[src/rtl/mips_pkg.sv]
package mips_pkg;

    // register index width, 32 registers
    localparam int reg_addr_w = 5;
    localparam int num_regs = 32;

    // instruction word and its fields
    localparam int instr_w = 32;
    localparam int opcode_w = 6;
    localparam int funct_w = 6;
    localparam int shamt_w = 5;
    localparam int imm_w = 16;

    // $v0 is tapped out of the register file
    localparam int v0_index = 2;

    // primary opcodes that are handled
    typedef enum logic [opcode_w-1:0] {
        OP_SPECIAL = 6'h00,
        OP_ADDIU   = 6'h09,
        OP_SLTI    = 6'h0a,
        OP_SLTIU   = 6'h0b,
        OP_ANDI    = 6'h0c,
        OP_ORI     = 6'h0d,
        OP_XORI    = 6'h0e,
        OP_LUI     = 6'h0f
    } opcode_e;

    // funct field of SPECIAL
    typedef enum logic [funct_w-1:0] {
        F_SLL  = 6'h00,
        F_SRL  = 6'h02,
        F_SRA  = 6'h03,
        F_ADDU = 6'h21,
        F_SUBU = 6'h23,
        F_AND  = 6'h24,
        F_OR   = 6'h25,
        F_XOR  = 6'h26,
        F_NOR  = 6'h27,
        F_SLT  = 6'h2a,
        F_SLTU = 6'h2b
    } funct_e;

    // operations the ALU knows about
    typedef enum logic [3:0] {
        ALU_ADD,
        ALU_SUB,
        ALU_AND,
        ALU_OR,
        ALU_XOR,
        ALU_NOR,
        ALU_SLT,
        ALU_SLTU,
        ALU_SLL,
        ALU_SRL,
        ALU_SRA,
        ALU_LUI
    } alu_op_e;

endpackage

[src/rtl/mips_regfile.sv]
`timescale 1ns/1ps

module mips_regfile #(
    parameter int data_w = 32
) (
    input  logic                            r_clk,
    input  logic                            reset,
    input  logic                            r_clk_enable,
    // write strobe qualified by the writeback handshake
    input  logic                            write_control,
    input  logic [mips_pkg::reg_addr_w-1:0] read_reg1,
    input  logic [mips_pkg::reg_addr_w-1:0] read_reg2,
    input  logic [mips_pkg::reg_addr_w-1:0] write_reg,
    input  logic [data_w-1:0]               write_data,
    output logic [data_w-1:0]               read_data1,
    output logic [data_w-1:0]               read_data2,
    output logic [data_w-1:0]               regfile_v0
);

    logic [data_w-1:0] registers [mips_pkg::num_regs];

    always_ff @(posedge r_clk) begin
        if (reset) begin
            // whole array back to zero
            for (int i = 0; i < mips_pkg::num_regs; i++) begin
                registers[i] <= '0;
            end
        end else if (r_clk_enable) begin
            // $zero is never stored
            if (write_control && write_reg != '0) begin
                registers[write_reg] <= write_data;
            end
        end
    end

    // async read with index 0 forced to zero
    assign read_data1 = (read_reg1 == '0) ? '0 : registers[read_reg1];
    assign read_data2 = (read_reg2 == '0) ? '0 : registers[read_reg2];

    // $v0 tap
    assign regfile_v0 = registers[mips_pkg::v0_index];

    // a retired write to $zero leaves the word behind port 1 at zero
    a_zero_reg_holds: assert property (
        @(posedge r_clk) disable iff (reset)
        (r_clk_enable && write_control && write_reg == '0)
            |=> (registers[0] == '0)
    ) else $error("register 0 storage changed after a write to it");

endmodule

[src/rtl/mips_decoder.sv]
`timescale 1ns/1ps

module mips_decoder (
    input  logic [mips_pkg::instr_w-1:0]    instr,
    output logic [mips_pkg::reg_addr_w-1:0] rs_addr,
    output logic [mips_pkg::reg_addr_w-1:0] rt_addr,
    output logic [mips_pkg::reg_addr_w-1:0] dest_reg,
    output logic [31:0]                     imm_ext,
    output logic [mips_pkg::shamt_w-1:0]    shamt,
    output mips_pkg::alu_op_e               alu_op,
    output logic                            use_imm,
    output logic                            illegal
);

    logic [mips_pkg::opcode_w-1:0]   opcode;
    logic [mips_pkg::funct_w-1:0]    funct;
    logic [mips_pkg::reg_addr_w-1:0] rd_addr;
    logic [mips_pkg::imm_w-1:0]      imm;

    // fixed field positions of the MIPS-I word
    assign opcode  = instr[31:26];
    assign rs_addr = instr[25:21];
    assign rt_addr = instr[20:16];
    assign rd_addr = instr[15:11];
    assign shamt   = instr[10:6];
    assign funct   = instr[5:0];
    assign imm     = instr[15:0];

    always_comb begin
        // defaults, zero-extended immediate
        dest_reg = '0;
        alu_op   = mips_pkg::ALU_ADD;
        use_imm  = 1'b0;
        illegal  = 1'b0;
        imm_ext  = {16'b0, imm};
        case (mips_pkg::opcode_e'(opcode))
            mips_pkg::OP_SPECIAL: begin
                // R-type writes rd
                dest_reg = rd_addr;
                case (mips_pkg::funct_e'(funct))
                    mips_pkg::F_ADDU: alu_op = mips_pkg::ALU_ADD;
                    mips_pkg::F_SUBU: alu_op = mips_pkg::ALU_SUB;
                    mips_pkg::F_AND:  alu_op = mips_pkg::ALU_AND;
                    mips_pkg::F_OR:   alu_op = mips_pkg::ALU_OR;
                    mips_pkg::F_XOR:  alu_op = mips_pkg::ALU_XOR;
                    mips_pkg::F_NOR:  alu_op = mips_pkg::ALU_NOR;
                    mips_pkg::F_SLT:  alu_op = mips_pkg::ALU_SLT;
                    mips_pkg::F_SLTU: alu_op = mips_pkg::ALU_SLTU;
                    mips_pkg::F_SLL:  alu_op = mips_pkg::ALU_SLL;
                    mips_pkg::F_SRL:  alu_op = mips_pkg::ALU_SRL;
                    mips_pkg::F_SRA:  alu_op = mips_pkg::ALU_SRA;
                    default:          illegal = 1'b1;
                endcase
            end
            mips_pkg::OP_ADDIU: begin
                dest_reg = rt_addr;
                use_imm  = 1'b1;
                imm_ext  = {{16{imm[15]}}, imm};
            end
            mips_pkg::OP_SLTI: begin
                dest_reg = rt_addr;
                use_imm  = 1'b1;
                alu_op   = mips_pkg::ALU_SLT;
                imm_ext  = {{16{imm[15]}}, imm};
            end
            mips_pkg::OP_SLTIU: begin
                // sign-extended, then compared unsigned
                dest_reg = rt_addr;
                use_imm  = 1'b1;
                alu_op   = mips_pkg::ALU_SLTU;
                imm_ext  = {{16{imm[15]}}, imm};
            end
            mips_pkg::OP_ANDI: begin
                dest_reg = rt_addr;
                use_imm  = 1'b1;
                alu_op   = mips_pkg::ALU_AND;
            end
            mips_pkg::OP_ORI: begin
                dest_reg = rt_addr;
                use_imm  = 1'b1;
                alu_op   = mips_pkg::ALU_OR;
            end
            mips_pkg::OP_XORI: begin
                dest_reg = rt_addr;
                use_imm  = 1'b1;
                alu_op   = mips_pkg::ALU_XOR;
            end
            mips_pkg::OP_LUI: begin
                // raw immediate, ALU moves it up
                dest_reg = rt_addr;
                use_imm  = 1'b1;
                alu_op   = mips_pkg::ALU_LUI;
            end
            default: illegal = 1'b1;
        endcase
        // unknown encodings write nothing
        if (illegal) begin
            dest_reg = '0;
            alu_op   = mips_pkg::ALU_ADD;
            use_imm  = 1'b0;
        end
    end

endmodule

[src/rtl/mips_alu.sv]
`timescale 1ns/1ps

module mips_alu #(
    parameter int data_w = 32
) (
    input  logic [data_w-1:0]            a,
    input  logic [data_w-1:0]            b,
    input  logic [data_w-1:0]            imm_ext,
    input  logic                         use_imm,
    input  logic [mips_pkg::shamt_w-1:0] shamt,
    input  mips_pkg::alu_op_e            alu_op,
    output logic [data_w-1:0]            result
);

    logic [data_w-1:0] op2;
    logic              lt_signed;
    logic              lt_unsigned;

    // second operand, register or immediate
    assign op2 = use_imm ? imm_ext : b;

    // compare flags
    assign lt_signed   = $signed(a) < $signed(op2);
    assign lt_unsigned = a < op2;

    always_comb begin
        result = '0;
        case (alu_op)
            mips_pkg::ALU_ADD: begin
                result = a + op2;
            end
            mips_pkg::ALU_SUB: begin
                result = a - op2;
            end
            mips_pkg::ALU_AND: begin
                result = a & op2;
            end
            mips_pkg::ALU_OR: begin
                result = a | op2;
            end
            mips_pkg::ALU_XOR: begin
                result = a ^ op2;
            end
            mips_pkg::ALU_NOR: begin
                result = ~(a | op2);
            end
            // set-less-than gives 0 or 1
            mips_pkg::ALU_SLT: begin
                result[0] = lt_signed;
            end
            mips_pkg::ALU_SLTU: begin
                result[0] = lt_unsigned;
            end
            // shifts act on rt, amount from shamt
            mips_pkg::ALU_SLL: begin
                result = op2 << shamt;
            end
            mips_pkg::ALU_SRL: begin
                result = op2 >> shamt;
            end
            mips_pkg::ALU_SRA: begin
                result = $signed(op2) >>> shamt;
            end
            // immediate into upper half
            mips_pkg::ALU_LUI: begin
                result = op2 << 16;
            end
            default: begin
                result = '0;
            end
        endcase
    end

endmodule

[src/rtl/mips_issue_ctrl.sv]
`timescale 1ns/1ps

module mips_issue_ctrl #(
    parameter int data_w = 32
) (
    input  logic                            r_clk,
    input  logic                            reset,
    input  logic                            r_clk_enable,
    // instruction stream in
    input  logic                            instr_valid,
    output logic                            instr_ready,
    input  logic [mips_pkg::instr_w-1:0]    instr,
    // held word for the decoder
    output logic [mips_pkg::instr_w-1:0]    cur_instr,
    // results of decoding/executing cur_instr
    input  logic [mips_pkg::reg_addr_w-1:0] dest_reg,
    input  logic [data_w-1:0]               alu_result,
    input  logic                            illegal,
    // writeback stream out
    output logic                            wb_valid,
    input  logic                            wb_ready,
    output logic                            wb_illegal,
    output logic [mips_pkg::reg_addr_w-1:0] wb_reg,
    output logic [data_w-1:0]               wb_data,
    // register file write port
    output logic                            write_control,
    output logic [mips_pkg::reg_addr_w-1:0] write_reg,
    output logic [data_w-1:0]               write_data
);

    typedef enum logic {
        ACCEPT,
        RETIRE
    } state_e;

    state_e state;
    logic   accept_xfer;
    logic   wb_xfer;

    // handshake edges with clock enable included
    assign accept_xfer = r_clk_enable && instr_valid && instr_ready;
    assign wb_xfer     = r_clk_enable && wb_valid && wb_ready;

    always_ff @(posedge r_clk) begin
        if (reset) begin
            state <= ACCEPT;
        end else if (accept_xfer) begin
            state <= RETIRE;
        end else if (wb_xfer) begin
            state <= ACCEPT;
        end
    end

    // word captured on accept
    always_ff @(posedge r_clk) begin
        if (accept_xfer) begin
            cur_instr <= instr;
        end
    end

    // one instruction in flight at a time
    assign instr_ready = (state == ACCEPT);
    assign wb_valid    = (state == RETIRE);

    // writeback is read straight off decoder and ALU
    assign wb_reg     = dest_reg;
    assign wb_data    = alu_result;
    assign wb_illegal = illegal;

    // commit on the writeback edge unless the word is illegal
    assign write_control = wb_xfer && !illegal;
    assign write_reg     = dest_reg;
    assign write_data    = alu_result;

    // payload holds while the consumer stalls
    a_wb_stable: assert property (
        @(posedge r_clk) disable iff (reset)
        (wb_valid && !(wb_ready && r_clk_enable)) |=> ($stable(wb_data) && $stable(wb_reg))
    ) else $error("writeback payload changed under back-pressure");

    // accepted word is held and offered for writeback
    a_one_in_flight: assert property (
        @(posedge r_clk) disable iff (reset)
        accept_xfer |=> (wb_valid && !instr_ready && cur_instr == $past(instr))
    ) else $error("accepted instruction not held for writeback");

endmodule

[src/rtl/mips_exec_core.sv]
`timescale 1ns/1ps

module mips_exec_core #(
    parameter int data_w = 32
) (
    input  logic                            r_clk,
    input  logic                            reset,
    input  logic                            r_clk_enable,
    input  logic                            instr_valid,
    output logic                            instr_ready,
    input  logic [mips_pkg::instr_w-1:0]    instr,
    output logic                            wb_valid,
    input  logic                            wb_ready,
    output logic [mips_pkg::reg_addr_w-1:0] wb_reg,
    output logic [data_w-1:0]               wb_data,
    output logic                            wb_illegal,
    output logic [data_w-1:0]               register_v0
);

    logic [mips_pkg::instr_w-1:0]    cur_instr;
    logic [mips_pkg::reg_addr_w-1:0] rs_addr;
    logic [mips_pkg::reg_addr_w-1:0] rt_addr;
    logic [mips_pkg::reg_addr_w-1:0] dest_reg;
    logic [31:0]                     imm_ext;
    logic [mips_pkg::shamt_w-1:0]    shamt;
    mips_pkg::alu_op_e               alu_op;
    logic                            use_imm;
    logic                            illegal;
    logic [data_w-1:0]               read_data1;
    logic [data_w-1:0]               read_data2;
    logic [data_w-1:0]               alu_result;
    logic                            write_control;
    logic [mips_pkg::reg_addr_w-1:0] write_reg;
    logic [data_w-1:0]               write_data;

    // holds the word, owns both handshakes
    mips_issue_ctrl #(.data_w(data_w)) u_ctrl (
        .r_clk(r_clk), .reset(reset), .r_clk_enable(r_clk_enable),
        .instr_valid(instr_valid), .instr_ready(instr_ready), .instr(instr),
        .cur_instr(cur_instr), .dest_reg(dest_reg), .alu_result(alu_result),
        .illegal(illegal), .wb_valid(wb_valid), .wb_ready(wb_ready),
        .wb_illegal(wb_illegal), .wb_reg(wb_reg), .wb_data(wb_data),
        .write_control(write_control), .write_reg(write_reg), .write_data(write_data)
    );

    mips_decoder u_dec (
        .instr(cur_instr), .rs_addr(rs_addr), .rt_addr(rt_addr),
        .dest_reg(dest_reg), .imm_ext(imm_ext), .shamt(shamt),
        .alu_op(alu_op), .use_imm(use_imm), .illegal(illegal)
    );

    mips_regfile #(.data_w(data_w)) u_rf (
        .r_clk(r_clk), .reset(reset), .r_clk_enable(r_clk_enable),
        .write_control(write_control), .read_reg1(rs_addr), .read_reg2(rt_addr),
        .write_reg(write_reg), .write_data(write_data),
        .read_data1(read_data1), .read_data2(read_data2), .regfile_v0(register_v0)
    );

    // immediate is 32 bits from the ISA, resized to the datapath
    mips_alu #(.data_w(data_w)) u_alu (
        .a(read_data1), .b(read_data2), .imm_ext(data_w'(imm_ext)),
        .use_imm(use_imm), .shamt(shamt), .alu_op(alu_op), .result(alu_result)
    );

endmodule

[config.mk]
export PLATFORM = sky130hd
export DESIGN_NAME = mips_exec_core
export DESIGN_NICKNAME = d
export VERILOG_FILES = /design/src/rtl/mips_pkg.sv /design/src/rtl/mips_regfile.sv /design/src/rtl/mips_decoder.sv /design/src/rtl/mips_alu.sv /design/src/rtl/mips_issue_ctrl.sv /design/src/rtl/mips_exec_core.sv
export SDC_FILE = /design/constraint.sdc
export NUM_CORES = 2
export LEC_CHECK = 0
export ABC_CLOCK_PERIOD_IN_PS = 8600
export BUFFER_PORTS_ARGS = -buffer_cell sky130_fd_sc_hd__buf_2
export CAP_MARGIN = 5
export CORE_MARGIN = 2
export CORE_UTILIZATION = 50
export DETAILED_ROUTE_END_ITERATION = 12
export PLACE_DENSITY = 0.69
export SETUP_SLACK_MARGIN = 0.2
export SYNTH_ARGS = -nofsm -noshare
export SYNTH_HDL_FRONTEND = slang
export SYNTH_SLANG_ARGS = --single-unit
[constraint.sdc]
create_clock -name r_clk -period 8.6 [get_ports r_clk]
set_clock_uncertainty 0.2 [all_clocks]
set_input_delay 0.43 -clock r_clk [delete_from_list [all_inputs] [get_ports r_clk]]
set_output_delay 0.43 -clock r_clk [all_outputs]
set_load 0.01 [all_outputs]
# Yosys cells after proc, flatten, opt, wreduce, memory -nomap -nowiden

Memory sizes are Yosys's and may differ from the RTL's. A register that Yosys moved wholly into a read port is not among the register bits.
Cells that the tools add are included.

$add $sub $neg: 2
Order comparisons: 2
Equal/unequal tests: 28
Shifts and indexed selects: 3
Mux-type cells: 28
Bitwise operators: 5
Reductions and logical operators: 18

Operator list:

| operator           | count |
|---|---|
| $pmux 31 s10       | 1 |
| $mux 32            | 5 |
| $lt 32x32->1       | 2 |
| $eq 6x6->1 const B | 8 |
| $eq 6x4->1 const B | 7 |
| $pmux 4 s10        | 1 |
| $add 32x32->32     | 1 |
| $and 32x32->32     | 1 |
| $not 32->32        | 1 |
| $or 32x32->32      | 1 |
| $reduce_or 32->1   | 1 |
| $shl 32x5->32      | 1 |
| $shr 32x5->32      | 1 |
| $sshr 32x5->32     | 1 |
| $sub 32x32->32     | 1 |
| $xor 32x32->32     | 1 |
| $pmux 4 s7         | 1 |
| $mux 5             | 4 |
| $eq 4x3->1 const B | 4 |
| $eq 4x4->1 const B | 4 |
| $eq 6x2->1 const B | 2 |
| $logic_not 6->1    | 2 |
| $mux 1             | 12 |
| $pmux 1 s11        | 1 |
| 15 further kinds   | 22 |

Register bits: 33
RAM bits: 1024
Input port bits: 37
Output and inout port bits: 72
Logic and storage cells: 89
Memories kept: 1

Memories:

| name           | words | width | rd ports | clocked after memory_dff | wr ports | RTL line           | text |
|---|---|---|---|---|---|---|---|
| u_rf.registers | 32    | 32    | 3        | 2                        | 32       | mips_regfile.sv:20 | `logic [data_w-1:0] registers [mips_pkg::num_regs];` |

# Logic depth before layout (Yosys ltp)

Depth in word-level cells: 13
Depth in mapped cells: 26
Mapped depth without buffers: 18

# Modules after synthesis

Synthesis repeated with hierarchy kept, for this count alone.

Cells, all modules: 5201
Area, all modules: 66988.0 sq um

Modules (own cells, without submodules):

| module          | times used | cells an instance | area an instance (sq um) | seq. area each (sq um) |
|---|---|---|---|---|
| mips_regfile    | 1          | 3496              | 54145.7                  | 30749.5 |
| mips_alu        | 1          | 1493              | 10573.9                  | 0.0 |
| mips_issue_ctrl | 1          | 114               | 1577.8                   | 980.9 |
| mips_decoder    | 1          | 98                | 690.7                    | 0.0 |

# Least setup slack after synthesis

Ideal clock, no wire load.

Path type: register to output
Start point: register (tool-made name)
End point: output port wb_data[24]
Arrival time: 6.500 ns
Required time: 7.970 ns
Path slack: 1.470 ns
Stages on the path, launching flop included: 23
Buffers on the path: 5
Cells stage by stage: dfxtp_1 -> clkbuf_1 -> clkbuf_1 -> clkbuf_1 -> buf_1 -> mux4_2 -> mux4_2 -> nand2_1 -> a21o_1 -> inv_1 -> ha_1 -> or4_1 -> a221oi_1 -> a2111oi_0 -> a2111oi_2 -> o221ai_1 -> a211oi_2 -> xor2_1 -> a2111oi_0 -> o311ai_0 -> a21oi_1 -> buf_2 -> inv_1

RTL lines:

| item             | RTL line             | text |
|---|---|---|
| end: declaration | mips_exec_core.sv:15 | `output logic [data_w-1:0] wb_data,` |

==> results.json <==
{
  "clock.fmax_mhz": 121,
  "maxCapViolations": 0,
  "clock_power_share_pct": 31.2,
  "fin_crit_sh_pct": 96.0,
  "switching_share_pct": 36.3,
  "post_drt_wl_per_cell_um": 40.2,
  "placed_cells_incl_taps": 6717,
  "clockBufferDepth": 3,
  "first_iter_violations": 9595,
  "start_util_pct": 50.2,
  "overflow": 0,
  "r2r_cells": 19,
  "use_met3_pct": 15.6,
  "ant_nets": 0,
  "grt_usage_pct": 42.2,
  "regToRegSetupSlack_ps": 950,
  "finalMaxSlewViolations": 0,
  "worst_slew_margin_rel_pct": 6.76,
  "syn_inst": 5123,
  "r2r-end": "u_rf.registers[13][24]$_SDFFCE_PN0P_",
  "die-width_um": 361,
  "clock_sinks": 1067,
  "insertion_delay_ps": 780,
  "p_switching_uw": 5850,
  "leakage_uw": 0.0264,
  "clk_pin_slew_worst_paths_ps": 90,
  "synthArstFlopShare_pct": 0,
  "synth_area_um2": 63900,
  "rows": 131,
  "ys_seq_area_share_pct": 50.0,
  "nFillCells": 10200,
  "power_density_nw_per_um2": 226,
  "multi_input_area_um2": 29600,
  "syn2layout_area_growth_pct": 11.7,
  "use_met2_pct": 60.9,
  "dpl_cell_area_um2": 67000,
  "endpoint_kind": "primary output",
  "seqPwrFrac_pct": 37.5,
  "grt_pass1_wl_um": 382000,
  "tns_ps": 0,
  "arrival_ps": 7630,
  "setup_viol": 0,
  "final_cells": 6974,
  "fp.coreArea_um2": 127000,
  "routed_wl_um": 280000,
  "drc": 0,
  "yosysWarnings": 0,
  "vias_per_cell": 7.36,
  "fin_area_um2": 71300,
  "grt_max_degree": 77,
  "die_h_um": 361,
  "grt_pass1_vias": 49000,
  "syn_avg_cell_area_um2": 12.5,
  "synth.distinct_cells": 103,
  "pwr-share-comb_pct": 31.3,
  "synth-seq-cells": 1067,
  "gr-usage-met1_pct": 52.8,
  "drive_above_1_share_pct": 24.6,
  "hold_path_class": "in -> reg",
  "clockRootBuffer": "clkbuf_16",
  "io_pins": 109,
  "h-tree-depth": 3,
  "final_common_cell": "nor2_1",
  "internal_power_uw": 10300,
  "dr.pass1.iters": 8,
  "synth_edf_count": 1056,
  "hpwl_um": 187000,
  "worstMarginPinSlew_ps": 1360,
  "final_cell_mix": "nor2_1, edfxtp_1, mux4_2, buf_4, nand2_1",
  "status": "completed",
  "worst-path-max-fanout": 23,
  "hold_viol": 0,
  "endpoint": "wb_data[22]",
  "regArea_um2": 32000,
  "critPathKind": "reg -> out",
  "port_buffers": 108,
  "ir_drop_v": 0.000193,
  "cts_buffers": 111,
  "power.total_uw": 16100,
  "rsz0062_at_grt": "false",
  "start_kind": "flip-flop",
  "gp_congestion": 1.10,
  "cp_data_required_time_ps": 7970,
  "route.vias.total": 51300,
  "grt_busiest_layer": "met2",
  "die-area_um2": 131000,
  "worstHoldStart": "instr[14]",
  "grt_antenna_before_repair": 10,
  "cts_tree": "done",
  "min_period_ps": 8260,
  "ys.flop_type": "edfxtp_1",
  "fin_nets": 5358
}
critical path: stages, from the launching register on:
cell       delay (ps)
dfxtp_4           630
and2_2            640
a221oi_1          470
o221ai_1          700
inv_1             260
ha_1              280
or4_1             500
a221oi_1          320
a2111oi_0         150
buf_4             180
a2111oi_2         480
o221ai_1          290
a211oi_1          390
a21oi_1           160
xnor2_1           180
a221oi_1          620
o311a_1           340
inv_1             100
buf_2             150
cells in the mapped netlist (31+ instances only):
cell	instances	area share, %
a22oi_1	92	1.1
a211oi_1	34	0.40
buf_6	36	0.63
ha_1	104	2.0
buf_1	46	0.27
o211ai_1	31	0.36
edfxtp_1	1056	50
mux4_2	541	19
o22ai_1	33	0.32
o21ai_0	87	0.68
a21oi_1	158	1.2
nand2_1	251	1.5
mux2_2	31	0.55
nand3_1	38	0.30
a22o_1	33	0.45
inv_1	116	0.68
a21o_1	63	0.74
nand2b_1	86	0.84
clkbuf_1	267	1.6
buf_2	115	0.90
mux2i_1	127	2.0
nor2_1	1173	6.9
nor3_1	49	0.38
a221oi_1	53	0.73
stage by stage:
stage          setup WS (ps)  hold WS (ps)  util [%]
5_1_grt                  219           154      56.0
4_1_cts                  314           145      55.9
3_3_place_gp             778           259      52.7
2_1_floorplan           1470           232         -
6_report                 342           161      56.1
3_5_place_dp             674           261      52.7
flip-flops by register name (all words and copies together), names as in the netlist, named ones only:
signal            count
u_ctrl.cur_instr     32
u_ctrl.wb_valid       1
u_rf.registers     1024
metal layers:
layer  share of wire [%]  vias up
met1                  33    25600
met5               0.051        -
li1                    -    19800
met2                  42     4878
met3                  15     1098
met4                 8.7       12
kinds of logic after synthesis:
kind of cell               share of synthesized area, %
and+or+nand+nor                                    11.6
buffers and inverters                              4.48
muxes                                              21.7
xor gates and xnor gates                          0.439
AOI/OAI and AO/OA                                  9.75
DFF                                                50.0
adders and majority gates                          2.10
other                                           0.00587
final cells by class:
| type | instances | area share, % |
|---|---|---|
| Antenna cell | 5 | 0.0175 |
| Clock buffer | 136 | 4.08 |
| Clock inverter | 69 | 1.13 |
| Inverter | 134 | 0.705 |
| Multi-Input combinational cell | 3465 | 41.6 |
| Sequential cell | 1067 | 44.8 |
| Tap cell | 1662 | 2.92 |
| Timing Repair Buffer | 436 | 4.75 |
worst min path at each step:
stage,endpoint,slack (ps),depth (start not counted)
2_1_floorplan,flip-flop,230,2
3_3_place_gp,u_ctrl.wb_valid$_SDFFE_PP0P_,260,2
3_5_place_dp,flip-flop,260,2
4_1_cts,u_ctrl.cur_instr[2]$_DFFE_PP_,140,2
5_1_grt,u_ctrl.cur_instr[4]$_DFFE_PP_,150,2
6_report,u_ctrl.cur_instr[14]$_DFFE_PP_,160,2
power by group through the flow:
stage               Combinational (uW)  Sequential [uW]  Clock [uW]
finish                            5040             6060        5030
global route                      5140             6070        5200
CTS                               4790             6050        5010
detailed placement                4750             6160           0
global placement                  4740             6150           0
floorplan                         2880             6060           0
timing repair:
item | CTS | global route
endpoints found under the setup margin | 2 | 9
hold endpoints to repair | 45 | 0
resized for setup | 2 | 9
hold buffers | 36 | 0
gates cloned | 0 | 1
buffers inserted | 0 | 9
Note: power is estimated with default switching activity, not from simulation.
